[src/verilog/spi_config.svh]
/*
  sizing macros for the spi board-control link
  frame layout, register map, identity constant and routed cs polarity
*/
`ifndef SPI_CONFIG_SVH
`define SPI_CONFIG_SVH

// frame is address msb first, then data msb first
`define SPI_ADDR_BITS 8
`define SPI_DATA_BITS 16
`define SPI_FRAME_BITS 24

// downstream lines behind the second chip select
`define SPI_PERIPH_COUNT 8
// line 0 is the 4094 strobe and idles low, the rest idle high
`define SPI_CS_POLARITY 8'b00000001

// register map seen over the first chip select
`define REG_ADDR_ID 8'h00
`define REG_ADDR_LED 8'h07
`define REG_ADDR_SPI_MUX 8'h08
`define REG_ADDR_4094 8'h09
`define REG_ID_VALUE 16'h00A5

`endif

[src/verilog/spi_pkg.sv]
/*
  types shared by the spi link rtl and its testbench
  register address, register word and per-peripheral mask
*/
`include "spi_config.svh"

package spi_pkg;

  //////////////////////////////////////////////////
  // register bank types
  //////////////////////////////////////////////////

  // address field of a frame
  typedef logic [`SPI_ADDR_BITS-1:0] reg_addr_t;

  // data field of a frame, also the read-back width
  typedef logic [`SPI_DATA_BITS-1:0] reg_word_t;

  //////////////////////////////////////////////////
  // routing types
  //////////////////////////////////////////////////

  // one bit per downstream peripheral
  // used for the routing mask and for the cs/clk/mosi/miso vectors
  typedef logic [`SPI_PERIPH_COUNT-1:0] periph_mask_t;

endpackage

[src/verilog/spi_sample_if.sv]
/*
  synchronized spi bus as seen in the clk domain
  levels plus one-cycle edge and select-end pulses
*/
interface spi_sample_if;

  // levels, two clk cycles behind the pins
  logic sclk;
  logic mosi;
  // selects, active high here although the pins are active low
  logic sel;
  logic sel2;

  // single-cycle pulses, one cycle behind the levels
  logic sclk_rise;
  logic sclk_fall;
  logic sel_end;

  // sampler side
  modport src (output sclk, mosi, sel, sel2, sclk_rise, sclk_fall, sel_end);

  // register bank and mux side
  modport dst (input sclk, mosi, sel, sel2, sclk_rise, sclk_fall, sel_end);

endinterface

[src/verilog/register_bank.sv]
/*
  spi slave register bank on the first chip select
  address/data shift-in, old-value shift-out, write commit, control registers
*/
`include "spi_config.svh"

module register_bank (
  input  logic                  clk,
  input  logic                  rst_n,
  spi_sample_if.dst             smp,
  output logic                  bank_miso,
  output logic [3:0]            reg_led,
  output spi_pkg::periph_mask_t spi_mask,
  output logic [3:0]            reg_4094
);

  // counter holds 0..24 plus one overrun value
  localparam int CNT_BITS = $clog2(`SPI_FRAME_BITS + 2);
  localparam logic [CNT_BITS-1:0] ADDR_CNT = CNT_BITS'(`SPI_ADDR_BITS);
  localparam logic [CNT_BITS-1:0] FRAME_CNT = CNT_BITS'(`SPI_FRAME_BITS);
  localparam logic [CNT_BITS-1:0] OVER_CNT = FRAME_CNT + 1'b1;

  logic [CNT_BITS-1:0]        bit_cnt;
  logic [`SPI_FRAME_BITS-1:0] shift_in;
  spi_pkg::reg_word_t         shift_out;
  spi_pkg::reg_addr_t         rd_addr;
  spi_pkg::reg_addr_t         wr_addr;
  spi_pkg::reg_word_t         wr_data;
  logic                       rise_in_frame;
  logic                       fall_in_frame;
  logic                       data_phase;

  // register read-back where unknown addresses read as zero
  function automatic spi_pkg::reg_word_t read_reg(input spi_pkg::reg_addr_t addr);
    case (addr)
      `REG_ADDR_ID:      return `REG_ID_VALUE;
      `REG_ADDR_LED:     return spi_pkg::reg_word_t'(reg_led);
      `REG_ADDR_SPI_MUX: return spi_pkg::reg_word_t'(spi_mask);
      `REG_ADDR_4094:    return spi_pkg::reg_word_t'(reg_4094);
      default:           return '0;
    endcase
  endfunction

  assign rise_in_frame = smp.sclk_rise & smp.sel;
  assign fall_in_frame = smp.sclk_fall & smp.sel;

  // the 8th bit completes the address together with the current mosi
  assign rd_addr = {shift_in[`SPI_ADDR_BITS-2:0], smp.mosi};

  // after a full frame the address sits on top of the shift register
  assign wr_addr = shift_in[`SPI_FRAME_BITS-1 -: `SPI_ADDR_BITS];
  assign wr_data = shift_in[`SPI_DATA_BITS-1:0];

  // bits 8..23 have been counted, so the next fall drives a data bit
  assign data_phase = (bit_cnt >= ADDR_CNT) && (bit_cnt < FRAME_CNT);

  //////////////////////////////////////////////////
  // shift registers
  //////////////////////////////////////////////////

  always_ff @(posedge clk) begin
    if (rise_in_frame) begin
      shift_in <= {shift_in[`SPI_FRAME_BITS-2:0], smp.mosi};
    end
    // snapshot the old value at the 8th rise, then walk it out msb first
    if (rise_in_frame && (bit_cnt == ADDR_CNT - 1'b1)) begin
      shift_out <= read_reg(rd_addr);
    end else if (fall_in_frame && data_phase) begin
      shift_out <= {shift_out[`SPI_DATA_BITS-2:0], 1'b0};
    end
  end

  //////////////////////////////////////////////////
  // bit counter and miso
  //////////////////////////////////////////////////

  always_ff @(posedge clk or negedge rst_n) begin
    if (!rst_n) begin
      bit_cnt   <= '0;
      bank_miso <= 1'b0;
    end else begin
      if (smp.sel_end) begin
        bit_cnt <= '0;
      end else if (rise_in_frame && (bit_cnt != OVER_CNT)) begin
        // saturate one past a frame so long frames stay rejected
        bit_cnt <= bit_cnt + 1'b1;
      end

      // miso stays low in the address phase and outside frames
      if (!smp.sel) begin
        bank_miso <= 1'b0;
      end else if (smp.sclk_fall) begin
        bank_miso <= data_phase ? shift_out[`SPI_DATA_BITS-1] : 1'b0;
      end
    end
  end

  //////////////////////////////////////////////////
  // control registers
  //////////////////////////////////////////////////

  // commit only a frame of exactly 24 bits while id and unknown addresses ignore it
  always_ff @(posedge clk or negedge rst_n) begin
    if (!rst_n) begin
      reg_led  <= '0;
      spi_mask <= '0;
      reg_4094 <= '0;
    end else if (smp.sel_end && (bit_cnt == FRAME_CNT)) begin
      case (wr_addr)
        `REG_ADDR_LED:     reg_led  <= wr_data[3:0];
        `REG_ADDR_SPI_MUX: spi_mask <= wr_data[`SPI_PERIPH_COUNT-1:0];
        `REG_ADDR_4094:    reg_4094 <= wr_data[3:0];
        default:           ;
      endcase
    end
  end

  // an overrun count only lives inside a frame and is gone once sel_end has cleared it
  a_cnt_bounded : assert property (@(posedge clk) disable iff (!rst_n)
    (bit_cnt > FRAME_CNT) |-> smp.sel || $past(smp.sel) || smp.sel_end);

  // miso carries data only after the address is complete and within a frame
  a_miso_idle : assert property (@(posedge clk) disable iff (!rst_n)
    bank_miso |-> (bit_cnt >= ADDR_CNT) && (smp.sel || $past(smp.sel)));

endmodule

[src/verilog/spi_mux.sv]
/*
  spi pass-through on the second chip select
  per-line routing with cs polarity, miso source select
*/
`include "spi_config.svh"

module spi_mux (
  input  logic                  clk,
  input  logic                  rst_n,
  spi_sample_if.dst             smp,
  input  spi_pkg::periph_mask_t spi_mask,
  input  logic                  bank_miso,
  input  spi_pkg::periph_mask_t periph_miso,
  output spi_pkg::periph_mask_t periph_cs,
  output spi_pkg::periph_mask_t periph_clk,
  output spi_pkg::periph_mask_t periph_mosi,
  output logic                  spi_miso
);

  // active level of each routed chip select
  localparam spi_pkg::periph_mask_t CS_ACTIVE = `SPI_CS_POLARITY;

  // lines that currently own the bus
  spi_pkg::periph_mask_t route;
  // returning data from the routed lines only
  spi_pkg::periph_mask_t miso_masked;

  assign route       = smp.sel2 ? spi_mask : '0;
  assign miso_masked = periph_miso & spi_mask;

  //////////////////////////////////////////////////
  // outbound lines
  //////////////////////////////////////////////////

  // registered so a pin change reaches the peripherals in 3 cycles
  always_ff @(posedge clk or negedge rst_n) begin
    if (!rst_n) begin
      periph_cs   <= ~CS_ACTIVE;
      periph_clk  <= '0;
      periph_mosi <= '0;
    end else begin
      for (int i = 0; i < `SPI_PERIPH_COUNT; i++) begin
        if (route[i]) begin
          periph_cs[i]   <= CS_ACTIVE[i];
          periph_clk[i]  <= smp.sclk;
          periph_mosi[i] <= smp.mosi;
        end else begin
          // idle line keeps cs inactive and the bus parked low
          periph_cs[i]   <= ~CS_ACTIVE[i];
          periph_clk[i]  <= 1'b0;
          periph_mosi[i] <= 1'b0;
        end
      end
    end
  end

  //////////////////////////////////////////////////
  // miso select
  //////////////////////////////////////////////////

  // bank owns miso on the first select, routed peripherals on the second
  always_comb begin
    if (smp.sel) begin
      spi_miso = bank_miso;
    end else if (smp.sel2) begin
      spi_miso = |miso_masked;
    end else begin
      spi_miso = 1'b0;
    end
  end

  // the mask only changes between second-select frames so no line flips cs mid-frame
  a_cs_idle : assert property (@(posedge clk) disable iff (!rst_n)
    (smp.sel2 && $past(smp.sel2)) |-> $stable(spi_mask));

endmodule

[src/verilog/spi_sampler.sv]
/*
  spi pin sampler
  two-flop synchronizers, edge and select-end pulses, exclusive-select check
*/
module spi_sampler (
  input  logic clk,
  input  logic rst_n,
  input  logic spi_clk,
  input  logic spi_cs,
  input  logic spi_cs2,
  input  logic spi_mosi,
  spi_sample_if.src smp
);

  // pin order in the sync vectors
  // bit 0 sclk, bit 1 cs, bit 2 cs2, bit 3 mosi
  localparam logic [3:0] PIN_IDLE = 4'b0110;

  logic [3:0] pins;
  logic [3:0] sync1;
  logic [3:0] sync2;
  // previous synchronized sclk and cs for edge detect
  logic       sclk_prev;
  logic       cs_prev;

  assign pins = {spi_mosi, spi_cs2, spi_cs, spi_clk};

  //////////////////////////////////////////////////
  // synchronizers
  //////////////////////////////////////////////////

  // both selects reset to their idle high level so nothing looks selected
  always_ff @(posedge clk or negedge rst_n) begin
    if (!rst_n) begin
      sync1 <= PIN_IDLE;
      sync2 <= PIN_IDLE;
    end else begin
      sync1 <= pins;
      sync2 <= sync1;
    end
  end

  // levels straight off the second stage
  assign smp.sclk = sync2[0];
  assign smp.sel  = ~sync2[1];
  assign smp.sel2 = ~sync2[2];
  assign smp.mosi = sync2[3];

  //////////////////////////////////////////////////
  // edge pulses
  //////////////////////////////////////////////////

  // registered, so each pulse lands one cycle after its level change
  always_ff @(posedge clk or negedge rst_n) begin
    if (!rst_n) begin
      sclk_prev     <= 1'b0;
      cs_prev       <= 1'b1;
      smp.sclk_rise <= 1'b0;
      smp.sclk_fall <= 1'b0;
      smp.sel_end   <= 1'b0;
    end else begin
      sclk_prev     <= sync2[0];
      cs_prev       <= sync2[1];
      smp.sclk_rise <= sync2[0] & ~sclk_prev;
      smp.sclk_fall <= ~sync2[0] & sclk_prev;
      // cs pin going high ends the bank frame
      smp.sel_end   <= sync2[1] & ~cs_prev;
    end
  end

  // the mcu never drives both chip selects at once
  a_sel_exclusive : assert property (@(posedge clk) disable iff (!rst_n)
    !(smp.sel && smp.sel2));

endmodule

[src/verilog/top.sv]
/*
  fpga side of the spi board-control link
  pin sampler, register bank, peripheral mux and monitor outputs
*/
`include "spi_config.svh"

module top (
  input  logic                         clk,
  input  logic                         rst_n,
  // spi from the mcu
  input  logic                         spi_clk,
  input  logic                         spi_cs,
  input  logic                         spi_cs2,
  input  logic                         spi_mosi,
  output logic                         spi_miso,
  // board controls
  output logic                         led0,
  output logic                         glb_4094_oe,
  // routed peripherals, line 0 is the 4094 chain
  input  logic [`SPI_PERIPH_COUNT-1:0] periph_miso,
  output logic [`SPI_PERIPH_COUNT-1:0] periph_cs,
  output logic [`SPI_PERIPH_COUNT-1:0] periph_clk,
  output logic [`SPI_PERIPH_COUNT-1:0] periph_mosi,
  // scope header
  output logic [6:0]                   mon
);

  spi_sample_if smp ();

  logic                  bank_miso;
  logic [3:0]            reg_led;
  logic [3:0]            reg_4094;
  spi_pkg::periph_mask_t spi_mask;

  //////////////////////////////////////////////////
  // instances
  //////////////////////////////////////////////////

  spi_sampler sampler_inst (
    .clk      (clk),
    .rst_n    (rst_n),
    .spi_clk  (spi_clk),
    .spi_cs   (spi_cs),
    .spi_cs2  (spi_cs2),
    .spi_mosi (spi_mosi),
    .smp      (smp.src)
  );

  register_bank bank_inst (
    .clk       (clk),
    .rst_n     (rst_n),
    .smp       (smp.dst),
    .bank_miso (bank_miso),
    .reg_led   (reg_led),
    .spi_mask  (spi_mask),
    .reg_4094  (reg_4094)
  );

  spi_mux mux_inst (
    .clk         (clk),
    .rst_n       (rst_n),
    .smp         (smp.dst),
    .spi_mask    (spi_mask),
    .bank_miso   (bank_miso),
    .periph_miso (periph_miso),
    .periph_cs   (periph_cs),
    .periph_clk  (periph_clk),
    .periph_mosi (periph_mosi),
    .spi_miso    (spi_miso)
  );

  // only bit 0 of each control register reaches a pin
  assign led0        = reg_led[0];
  assign glb_4094_oe = reg_4094[0];

  // raw pins on the monitor so the scope sees the bus unsynchronized
  assign mon = {2'b00, glb_4094_oe, spi_miso, spi_mosi, spi_clk, spi_cs};

endmodule
[config.mk]
export PLATFORM = sky130hd
export DESIGN_NAME = top
export DESIGN_NICKNAME = d
export VERILOG_FILES = /design/src/verilog/spi_pkg.sv /design/src/verilog/spi_sample_if.sv /design/src/verilog/register_bank.sv /design/src/verilog/spi_mux.sv /design/src/verilog/spi_sampler.sv /design/src/verilog/top.sv
export VERILOG_INCLUDE_DIRS = /design/src /design/src/verilog
export SDC_FILE = /design/constraint.sdc
export NUM_CORES = 1
export LEC_CHECK = 0
export ABC_CLOCK_PERIOD_IN_PS = 6000
export BUFFER_PORTS_ARGS = -buffer_cell sky130_fd_sc_hd__clkbuf_2
export CAP_MARGIN = 20
export CORE_ASPECT_RATIO = 0.6
export CORE_MARGIN = 4
export CORE_UTILIZATION = 27
export CTS_BUF_LIST = sky130_fd_sc_hd__clkbuf_8
export DETAILED_ROUTE_END_ITERATION = 12
export PLACE_DENSITY = 0.44
export SYNTH_ARGS = -nofsm -noshare
export SYNTH_HDL_FRONTEND = slang
export SYNTH_SLANG_ARGS = --single-unit
[constraint.sdc]
create_clock -name clk -period 6 [get_ports clk]
set_input_delay 1.5 -clock clk [delete_from_list [all_inputs] [get_ports clk]]
set_output_delay 1.5 -clock clk [all_outputs]
set_load 0.005 [all_outputs]
# --- Word-level counts from Yosys, hierarchy flattened ---
# Index checks and enable logic that the tools add are counted.
totals:
  romBits: 0
  ff_bits: 99
  ramBits: 0
  mem_count: 0
  latchBits: 0
  inputBits: 14
  wordCells: 87
op_classes:
  n_reduce_logical: 13
  bitwise: 10
  n_lt_le_gt_ge: 2
  mux: 35
  mul: 0
  n_addsub: 1
  shift: 0
  eq_ne: 9
  div_mod_pow: 0
ops:
  columns: ["operator", "n"]
  rows:
  - ["8-bit by 4-bit == test with 1-bit output (second input constant)", 4]
  - ["16-bit two-way mux", 2]
  - ["8-bit one-hot mux with 4 select lines", 1]
  - ["1-bit two-way mux", 29]
  - ["8-bit by 3-bit == test with 1-bit output (second input constant)", 2]
  - ["5-bit two-way mux", 2]
  - ["8-bit bitwise AND", 1]
  - ["8-bit zero test", 1]
  - ["8-bit two-way mux", 1]
  - ["8-bit OR reduction", 1]
  - ["2-bit AND reduction", 3]
  - ["2-bit nonzero test", 3]
  - ["5-bit by 1-bit adder with 5-bit output (second input constant)", 1]
  - ["1-bit bitwise AND", 5]
  - ["5-bit by 3-bit == test with 1-bit output (second input constant)", 1]
  - ["5-bit == test (second input constant)", 1]
  - ["5-bit by 4-bit >= comparator with 1-bit output (second input constant)", 1]
  - ["1-bit logical AND", 5]
  - ["5-bit less-than comparator (second input constant)", 1]
  - ["5-bit != test (second input constant)", 1]
  - ["1-bit inverter", 4]

# --- Logic depth before layout (Yosys ltp) ---
# Gate-level depths: netlist of run 1.
logic_depth:
  ltp_word: 5
  ltp_mapped: 6
  mapped_depth_nobuf: 5

# --- Hierarchy ---
# Synthesis of run 1 repeated with hierarchy kept, for this count alone.
hier_totals:
  hier_cells: 253
  area_unflattened_um2: 3767.4
by_module_without_submodules:
  columns: ["module", "seq_area_each_um2", "cells_per_inst", "area_each_um2", "instances"]
  rows:
  - ["register_bank", 1751.7, 170, 2524.9, 1]
  - ["spi_mux", 609.3, 57, 825.8, 1]
  - ["spi_sampler", 331.6, 18, 360.3, 1]
  - ["top", 0.0, 8, 56.3, 1]

# --- Worst setup path after synthesis of run 1 ---
# No wires, ideal clock.
synth_path:
  path_type: "input -> output"
  from: "input periph_miso[0]"
  to: "output mon[3]"
  slack_ns: 2.303
  t_required_ns: 4.500
  cell_stages: 4
  arrival_ns: 2.197
  path_cell_list: "a22oi_1 > a41oi_1 > mux2_2 > buf_4"
synth_via:
  elab_chain_len: 4
synth_rtl:
  columns: ["element", "line", "rtl"]
  rows:
  - ["from (decl)", "top.sv:20", "input logic [`SPI_PERIPH_COUNT-1:0] periph_miso,"]
  - ["8-bit bitwise AND", "spi_mux.sv:29", "assign miso_masked = periph_miso & spi_mask;"]
  - ["8-bit OR reduction", "spi_mux.sv:66", "spi_miso = |miso_masked;"]
  - ["1-bit two-way mux", "spi_mux.sv:65", "end else if (smp.sel2) begin"]
  - ["1-bit two-way mux", "spi_mux.sv:63", "if (smp.sel) begin"]
  - ["to (decl)", "top.sv:25", "output logic [6:0] mon"]
# Every way passes these cells.

# --- Final worst setup path of run 1 ---
layout_path:
  from: "input periph_miso[3]"
  to: "output spi_miso"
layout_via:
  elab_chain_len: 4
layout_rtl:
  columns: ["element", "line", "rtl"]
  rows:
  - ["8-bit bitwise AND", "spi_mux.sv:29", null]
  - ["8-bit OR reduction", "spi_mux.sv:66", null]
  - ["1-bit two-way mux", "spi_mux.sv:65", null]
  - ["1-bit two-way mux", "spi_mux.sv:63", null]
  - ["to (decl)", "top.sv:15", "output logic spi_miso,"]
# Every way passes these cells.

==> results of run 1 <==
-- per-layer routing --
layer  up-vias  wire length (um)  share of wire, %
met5         -                 0                 0
met4         0                82               1.1
met3        10               492               6.6
met2        59              2650                36
met1      1017              4180                56
li1        959                 -                 -
-- power breakdown --
part | switching (mW) | total [mW] | leakage [nW] | internal [mW]
sequential | 0.0110 | 0.725 | 1.13 | 0.714
clock | 0.228 | 0.464 | 0.116 | 0.236
combinational | 0.0192 | 0.0300 | 0.609 | 0.0109
total | 0.258 | 1.22 | 1.86 | 0.961
-- final cells by class --
| cell class | instances | area, um2 |
|---|---|---|
| fillers | 1297 | 8850 |
| flip-flops and latches | 99 | 2690 |
| multi-input cells | 129 | 926 |
| repair buffers | 48 | 248 |
| well taps | 170 | 213 |
| clock buffers | 9 | 124 |
| clock inverters | 7 | 93.8 |
| inverters | 7 | 26.3 |
-- registers in the layout, indices dropped and copies added (netlist names) --
signal,count
bank_inst.shift_in,24
bank_inst.shift_out,16
bank_inst.spi_mask,8
mux_inst.periph_clk,8
mux_inst.periph_cs,8
mux_inst.periph_mosi,8
bank_inst.bit_cnt,5
bank_inst.reg_4094,4
bank_inst.reg_led,4
sampler_inst.sync1,4
sampler_inst.sync2,4
bank_inst.bank_miso,1
sampler_inst.cs_prev,1
sampler_inst.sclk_prev,1
sampler_inst.smp.sclk_fall,1
sampler_inst.smp.sclk_rise,1
sampler_inst.smp.sel_end,1
-- logic make-up (layout without fill, tap and decap cells) --
family / count (synthesis) / after routing / synth area share, %
multiplexers: 20 / 20 / 6.02
buffers and inverters: 18 / 71 / 2.86
AO/OA/AOI/OAI: 25 / 25 / 4.48
XOR/XNOR: 4 / 4 / 0.942
other: 1 / 2 / 0.101
adder cells (fa/ha/maj): 3 / 3 / 1.01
AND/OR/NAND/NOR: 75 / 75 / 12.2
flip-flops: 99 / 99 / 72.4
-- placed cells by master, fill, tap and decap left out, types with 2 or more instances in the layout --
master / Yosys / routed
buf_4: 8 / 3
conb_1: 1 / 2
nand3b_1: 2 / 2
a21oi_1: 3 / 3
nor2b_1: 4 / 3
ha_1: 3 / 3
clkbuf_8: 0 / 9
dfstp_2: 12 / 12
clkinv_2: 0 / 2
mux2_1: 2 / 2
nand4_1: 3 / 3
and2_1: 10 / 10
nor2_1: 25 / 25
mux2_2: 17 / 17
a32o_1: 2 / 2
o21ai_1: 2 / 2
nand3_1: 3 / 3
clkbuf_2: 0 / 45
bufinv_16: 0 / 2
dfrtp_1: 47 / 47
nand2b_1: 8 / 8
and3b_1: 2 / 2
nand2_1: 9 / 9
inv_1: 6 / 7
edfxtp_1: 40 / 40
xor2_1: 3 / 3
a22oi_1: 6 / 6
o21ai_0: 7 / 7
-- per-stage QoR --
stage / cells / util [%]
floorplan: 246 / -
global placement: 453 / 31.2
detailed placement: 453 / 31.2
CTS: 469 / 32.8
global route: 469 / 32.8
finish: 469 / 32.8
-- worst max-delay path by stage --
stage                               from       end  cells after the start
after floorplan           periph_miso[0]    mon[3]                      4
after global placement    periph_miso[3]    mon[3]                      5
after detailed placement  periph_miso[1]  spi_miso                      5
after CTS                 periph_miso[1]  spi_miso                      5
after global routing      periph_miso[0]  spi_miso                      5
final                     periph_miso[3]  spi_miso                      5
==> impl_metrics.py, run 1 <==
metrics = {
    "critical_path": {
        "max_stage_delay_ns": 0.29,
        "cp_num_buf_inv": 2,
        "start_kind": "input pin",
        "crit_chain": "clkbuf_2 > a22oi_1 > a41oi_1 > mux2_2 > clkbuf_2",
        "critPathKind": "input pin to output port",
        "reg2reg_slack_ns": 3.78,
        "worst_r2r_path_depth": 5,
        "cpLargestDelayFamily": "compound AO/OA/AOI/OAI gates",
        "crit_fanout": 2,
        "slowest_stage": "mux2_2",
        "endpoint_kind": "output port",
        "r2r_start": "sampler_inst.sync2[1]",
        "arrival_ns": 2.31,
        "worstPathRequired_ns": 4.50,
        "r2r_end": "bank_inst.shift_out[0]",
        "path_common_cell": "clkbuf_2",
    },
    "sta": {
        "finalSetupViolCount": 0,
        "setup_ws_ns": 2.19,
        "fin_crit_ns": 3.81,
        "timing.fmax_mhz": 263,
        "tns_ns": 0,
        "skew_ns": 0.0113,
        "rsz0062_at_grt": "false",
        "relSlewSlack_pct": 49.8,
        "drv_slew": 0,
        "hold_slack_ns": 0.357,
        "timing.final.crit_share_pct": 63.5,
        "hold_viol": 0,
        "worst_slew_pin_slew_ns": 0.753,
    },
    "logic_synthesis": {
        "synth_warnings": 0,
        "yosysSeqAreaShare_pct": 72.4,
        "ys.flop_type": "dfrtp_1",
        "synth_area_leader_cell": "edfxtp_1",
        "synth_edf_count": 40,
        "syn_avg_cell_area_um2": 15.2,
        "synth_common_cells": "dfrtp_1 (47), edfxtp_1 (40), nor2_1 (25)",
        "synth_seq_cells": 99,
        "synth_area_mm2": 0.00372,
        "synth_top_area_share_pct": 32.3,
        "ys_types": 44,
        "synthTopCellsByArea": "edfxtp_1 (32%), dfrtp_1 (32%), dfstp_2 (8.5%)",
        "synthCells": 245,
        "async_flop_share_pct": 59.6,
        "synth.most_common_cell": "dfrtp_1",
    },
    "global_routing": {
        "grt_pass1_vias": 2133,
        "grt_overflow": 0,
        "grt_pass1_wl_mm": 12.4,
        "busiest_layer": "met1",
        "use_met3_pct": 3.84,
        "antenna_found_initial": 0,
        "grt_max_degree": 60,
        "grt_usage_pct": 10.1,
        "globalRouteMet1Util_pct": 16.1,
        "met2_usage_pct": 12.4,
    },
    "pwr": {
        "ir_drop_mv": 0.115,
        "power_density_mw_per_mm2": 282,
        "power.total_mw": 1.22,
        "power_leakage_nw": 1.86,
    },
    "die": {
        "die_area_mm2": 0.0158,
        "die_w_um": 160,
        "core_area_mm2": 0.0132,
        "initial_core_util_pct": 28.2,
        "row_count": 32,
        "ioPinCount": 48,
        "die_h_um": 98.9,
    },
    "worst_hold_path": {
        "worstHoldPathCells": 0,
        "min_to": "sampler_inst.sync2[0]",
        "min_path_type": "flip-flop to flip-flop",
        "hold_start": "sampler_inst.sync1[0]",
    },
    "route": {
        "wl_per_cell_um": 15.8,
        "detail-route-antenna-nets": 0,
        "detail_route.vias_per_cell": 4.36,
        "via_count": 2045,
        "wirelength_mm": 7.41,
        "drc": 0,
        "drtIter0Drc": 118,
        "dr.pass1.iters": 4,
    },
    "place": {
        "gp_congestion": 0.707,
        "place_ws_ns": 2.18,
        "hpwl_mm": 5.13,
        "port_buffers": 45,
        "dpl_cell_area_mm2": 0.00411,
    },
    "finish": {
        "design_area_mm2": 0.00432,
        "drive_gt1_share_pct": 33.4,
        "area_growth_pct": 16.3,
        "nets": 311,
        "antenna_cells": 0,
    },
    "clock_tree": {
        "cts_buffers": 9,
        "holdBufCountCts": 0,
        "clkTransAtPathRegs_ns": 0.10,
        "cts_tree": "built",
        "htree_num_levels": 3,
        "cts_root_buffer": "clkbuf_8",
        "cts-resized-gates": 0,
        "clkSinkCount": 99,
        "clkLatencyLatePin_ns": 0.36,
        "cts.path.max_buffers": 2,
        "cts_setup_buffers": 0,
    },
    "flow_run": {
        "cap_violations": 0,
    },
    "outcome": {
        "outcome": "complete, no violations",
    },
}
(Power assumes the default switching activity.)
==> run 2: changes to the inputs <==
- ABC_CLOCK_PERIOD_IN_PS: 6000 -> 3660
- clock period: 6 -> 3.66 ns (I/O delays scaled with it)
==> impl_metrics.py, run 2 (synthesized netlist as in run 1, its figures left out) <==
metrics = {
    "finish": {
        "fillers": 1320,
        "largest_reg_flops": 24,
        "nets": 311,
        "mostFrequentLayoutCell": "dfrtp_1",
        "final_cell_mix": "dfrtp_1 (47), clkbuf_2 (45), edfxtp_1 (40)",
        "top_register": "bank_inst.shift_in",
        "antenna_cells": 0,
        "drive_gt1_share_pct": 33.4,
        "area_growth_pct": 16.2,
        "fin_cells": 469,
        "largestRegisters": "bank_inst.shift_in (24), bank_inst.shift_out (16)",
    },
    "pwr": {
        "p_sw_uw": 439,
        "ir_drop_mv": 0.162,
        "p_int_mw": 1.57,
        "power_leakage_nw": 1.86,
        "combPwrFrac_pct": 2.5,
        "power_density_mw_per_mm2": 466,
        "swShare_pct": 21.8,
        "pwr-share-clk_pct": 38.4,
        "p_seq_share_pct": 59.1,
    },
    "route": {
        "drtIter0Drc": 133,
        "detail-route-antenna-nets": 0,
        "wl_per_cell_um": 16.3,
        "via_count": 2040,
        "drc": 0,
        "detail_route.vias_per_cell": 4.35,
        "dr.pass1.iters": 4,
        "wirelength_mm": 7.66,
    },
    "critical_path": {
        "slowest_stage": "mux2_2",
        "cp_num_buf_inv": 2,
        "crit_fanout": 2,
        "path_common_cell": "clkbuf_2",
        "r2r_start": "sampler_inst.sync2[1]",
        "r2r_end": "bank_inst.shift_out[8]",
        "arrival_ns": 1.72,
        "cp.depth": 5,
        "cpLargestDelayFamily": "compound AO/OA/AOI/OAI gates",
        "critPathKind": "input pin to output port",
        "max_stage_delay_ns": 0.29,
        "worst_r2r_path_depth": 5,
        "crit_chain": "clkbuf_2 > a22oi_1 > a41oi_1 > mux2_2 > clkbuf_2",
        "start_kind": "input pin",
        "endpoint_kind": "output port",
        "reg2reg_slack_ns": 1.41,
        "worstPathRequired_ns": 2.74,
    },
    "clock_tree": {
        "htree_num_levels": 3,
        "clkSinkCount": 99,
        "cts_setup_buffers": 0,
        "clkTransAtPathRegs_ns": 0.09,
        "clkLatencyLatePin_ns": 0.38,
        "cts_tree": "built",
        "cts.path.max_buffers": 2,
        "cts_buffers": 9,
        "cts-resized-gates": 0,
        "holdBufCountCts": 0,
        "cts_root_buffer": "clkbuf_8",
    },
    "sta": {
        "tns_ns": 0,
        "hold_viol": 0,
        "finalSetupViolCount": 0,
        "rsz0062_at_grt": "false",
        "timing.final.crit_share_pct": 71.9,
        "fin_crit_ns": 2.63,
        "worst_slew_pin_slew_ns": 0.718,
        "timing.fmax_mhz": 380,
        "drv_slew": 0,
        "skew_ns": 0.0116,
        "relSlewSlack_pct": 52.0,
    },
    "worst_hold_path": {
        "min_to": "sampler_inst.sync2[3]",
        "worstHoldPathCells": 0,
        "hold_start": "sampler_inst.sync1[3]",
        "min_path_type": "flip-flop to flip-flop",
    },
    "place": {
        "dp_cells": 453,
        "port_buffers": 45,
        "hpwl_mm": 5.32,
        "gp_congestion": 0.708,
    },
    "outcome": {
        "outcome": "complete, no violations",
    },
    "die": {
        "initial_core_util_pct": 28.2,
        "die_w_um": 160,
        "ioPinCount": 48,
        "core_area_mm2": 0.0132,
        "die_area_mm2": 0.0158,
        "die_h_um": 98.9,
        "row_count": 32,
    },
    "flow_run": {
        "cap_violations": 0,
    },
    "global_routing": {
        "grt_pass1_vias": 2097,
        "grt_usage_pct": 10.2,
        "grt_overflow": 0,
        "antenna_found_initial": 0,
        "grt_pass1_wl_mm": 12.2,
        "grt_max_degree": 36,
    },
}
[run 2: per-layer routing]
layer | up-vias | share of wire (%) | track usage [%] | wire length [um]
met5 | - | 0 | 0 | 0
met4 | 0 | 1.2 | 3.00 | 89
met3 | 11 | 6.6 | 3.89 | 502
met2 | 56 | 35 | 12.2 | 2720
met1 | 1014 | 57 | 16.2 | 4350
li1 | 959 | - | - | -
[run 2: per-stage QoR]
step	utilization (%)	hold WS [ns]	setup WS (ns)	cell area (um2)	power (mW)
floorplan	-	0.331	0.694	3720	1.23
global placement	31.2	0.335	1.04	4110	1.26
detailed placement	31.2	0.335	1.02	4110	1.27
CTS	32.8	0.356	1.02	4320	2.04
global route	32.8	0.366	0.980	4320	2.09
finish	32.8	0.355	1.03	4320	2.01
[run 2: worst max-delay path by stage]
stage / end / start
floorplan: bank_inst.shift_out[0] / sampler_inst.sync2[1]
global placement: mon[3] / periph_miso[3]
detailed placement: mon[3] / periph_miso[3]
CTS: mon[3] / periph_miso[3]
global route: spi_miso / periph_miso[0]
finish: mon[3] / periph_miso[3]
[run 2: final cells by class]
class	count	area [um2]	area share, %
Clock buffer	9	124	2.87
Clock inverter	7	92.6	2.14
Inverter	7	26.3	0.608
Multi-Input combinational cell	129	926	21.4
Sequential cell	99	2690	62.3
Tap cell	170	213	4.92
Timing Repair Buffer	48	248	5.73
[run 2: worst register-to-register path, cell delays in order, from the launching register on]
cell,delay [ns]
dfstp_2,0.65
nor2b_2,0.06
buf_4,0.24
nand4_1,0.16
buf_4,0.24
nand2_1,0.48
[run 2: power by group through the flow]
stage	logic, mW	registers [mW]	clock network, mW
2_1_floorplan	0.0274	1.20	0
3_3_place_gp	0.0512	1.21	0
3_5_place_dp	0.0524	1.21	0
4_1_cts	0.0527	1.19	0.797
5_1_grt	0.0583	1.19	0.843
6_report	0.0503	1.19	0.773
==> run 3: changes to the inputs <==
- ABC_AREA: not set -> 1
- ABC_CLOCK_PERIOD_IN_PS: 3660 -> 2500
- clock period: 3.66 -> 2.5 ns (I/O delays scaled with it)
==> impl_metrics.py, run 3 <==
metrics = {
    "sta": {
        "fin_crit_ns": 2.15,
        "tns_ns": 0,
        "hold_slack_ns": 0.0491,
        "skew_ns": 0.0107,
        "drv_slew": 0,
        "timing.final.crit_share_pct": 86.1,
        "hold_viol": 0,
        "timing.fmax_mhz": 465,
        "rsz0062_at_grt": "false",
        "finalSetupViolCount": 0,
    },
    "critical_path": {
        "start_kind": "flip-flop",
        "critPathKind": "flip-flop to output port",
        "arrival_ns": 1.53,
        "crit_fanout": 4,
        "slowest_stage": "dfrtp_1",
        "worst_r2r_path_depth": 6,
        "r2r_end": "bank_inst.shift_out[2]",
        "cp-endpoint": "mon[3]",
        "reg2reg_slack_ns": 0.74,
        "path_common_cell": "nand2_1",
        "r2r_start": "bank_inst.bit_cnt[0]",
        "max_stage_delay_ns": 0.48,
        "endpoint_kind": "output port",
        "worstPathRequired_ns": 1.88,
        "crit_path_start": "bank_inst.spi_mask[2]",
        "crit_chain": "nand2_1 > nand4_1 > o211ai_1 > nand2_1 > clkbuf_2",
    },
    "die": {
        "row_count": 33,
        "die_w_um": 162,
        "core_area_mm2": 0.0137,
        "die_h_um": 100,
        "die_area_mm2": 0.0162,
        "initial_core_util_pct": 27.8,
        "ioPinCount": 48,
    },
    "global_routing": {
        "grt_pass1_wl_mm": 13.0,
        "antenna_found_initial": 0,
        "grt_max_degree": 31,
        "grt_pass1_vias": 2383,
        "grt_usage_pct": 10.3,
        "grt_overflow": 0,
    },
    "finish": {
        "fin_cells": 589,
        "drive_gt1_share_pct": 22.9,
        "antenna_cells": 0,
        "top_register": "bank_inst.shift_in",
        "fillers": 1410,
        "area_growth_pct": 15.7,
        "design_area_mm2": 0.00442,
        "largest_reg_flops": 24,
        "mostFrequentLayoutCell": "nand2_1",
        "final_cell_mix": "nand2_1 (89), dfrtp_1 (47), clkbuf_2 (45)",
        "nets": 409,
        "largestRegisters": "bank_inst.shift_in (24), bank_inst.shift_out (16)",
    },
    "clock_tree": {
        "cts-resized-gates": 0,
        "holdBufCountCts": 0,
        "cts_tree": "built",
        "htree_num_levels": 3,
        "cts_buffers": 9,
        "clkTransAtPathRegs_ns": 0.10,
        "clkLatencyLatePin_ns": 0.36,
        "cts_root_buffer": "clkbuf_8",
        "cts.path.max_buffers": 2,
        "cts_setup_buffers": 0,
        "clkSinkCount": 99,
    },
    "place": {
        "dpl_cell_area_mm2": 0.00424,
        "dp_cells": 573,
        "gp_congestion": 0.756,
        "hpwl_mm": 5.53,
        "port_buffers": 45,
    },
    "logic_synthesis": {
        "synth.most_common_cell": "nand2_1",
        "synth_seq_cells": 99,
        "synth_area_leader_cell": "edfxtp_1",
        "synth_top_area_share_pct": 31.4,
        "synth_area_mm2": 0.00382,
        "async_flop_share_pct": 59.6,
        "synthCells": 340,
        "syn_avg_cell_area_um2": 11.2,
        "synthTopCellsByArea": "edfxtp_1 (31%), dfrtp_1 (31%), nand2_1 (8.7%)",
        "ys.flop_type": "dfrtp_1",
        "yosysSeqAreaShare_pct": 70.5,
        "ys_types": 27,
        "synth_common_cells": "nand2_1 (89), dfrtp_1 (47), nor2_1 (44)",
        "synth_edf_count": 40,
        "synth_warnings": 0,
    },
    "route": {
        "wl_per_cell_um": 13.2,
        "drtIter0Drc": 196,
        "wirelength_mm": 7.79,
        "dr.pass1.iters": 4,
        "detail_route.vias_per_cell": 4.06,
        "detail-route-antenna-nets": 0,
        "via_count": 2394,
        "drc": 0,
    },
    "worst_hold_path": {
        "min_path_type": "input pin to asynchronous set/reset pin",
    },
    "pwr": {
        "ir_drop_mv": 0.250,
        "power.total_mw": 2.81,
        "power_leakage_nw": 1.97,
        "power_density_mw_per_mm2": 635,
    },
    "flow_run": {
        "cap_violations": 0,
    },
    "outcome": {
        "outcome": "complete, no violations",
    },
}
run 3: critical path: cells and delay by family (launching register included):
| kind | cells | cell delay, ns |
|---|---|---|
| AND/OR/NAND/NOR | 3 | 0.35 |
| flip-flops | 1 | 0.48 |
| buffers and inverters | 1 | 0.12 |
| AO/OA/AOI/OAI | 1 | 0.21 |
run 3: through the flow:
step	util (%)	setup WS (ns)
5_1_grt	32.1	0.187
6_report	32.1	0.348
2_1_floorplan	-	0.339
3_5_place_dp	30.9	0.462
3_3_place_gp	30.9	0.463
4_1_cts	32.1	0.293
run 3: cell families (layout without fill, tap and decap cells):
group | after synthesis | in the layout | synth area share [%]
buf+inv | 43 | 99 | 5.37
other cells | 1 | 2 | 0.0982
fa+ha+maj | 3 | 3 | 0.983
simple gates | 167 | 167 | 18.7
compound gates | 27 | 27 | 4.32
flops | 99 | 99 | 70.5
run 3: layout make-up:
cell class | count | area (um2) | area share (%)
flip-flops and latches | 99 | 2690 | 60.9
multi-input cells | 199 | 926 | 21.0
repair buffers | 49 | 255 | 5.78
well taps | 192 | 240 | 5.44
inverters | 34 | 130 | 2.95
clock buffers | 9 | 124 | 2.80
clock inverters | 7 | 50.0 | 1.13
run 3: how the worst min path moves through the flow:
stage / cells after the start / slack [ns] / start / endpoint
final: 1 / 0.05 / rst_n / sampler_inst.sync1[0]
after global routing: 1 / 0.03 / rst_n / sampler_inst.sync1[0]
after CTS: 1 / 0.03 / rst_n / sampler_inst.sync1[0]
after detailed placement: 0 / 0.34 / sampler_inst.sync1[3] / sampler_inst.sync2[3]
after global placement: 0 / 0.34 / sampler_inst.sync1[3] / sampler_inst.sync2[3]
after floorplan: 0 / 0.33 / rst_n / bank_inst.bank_miso
run 3: power breakdown:
| group | switching (mW) | total (mW) | internal, mW |
|---|---|---|---|
| registers | 0.0257 | 1.75 | 1.72 |
| logic | 0.0758 | 0.109 | 0.0335 |
| clock network | 0.580 | 0.951 | 0.370 |
run 3: metal layers:
layer	track usage, %	routed length (um)
met3	3.90	562
met5	0	0
met1	16.3	4420
met2	13.1	2800
met4	2.23	17
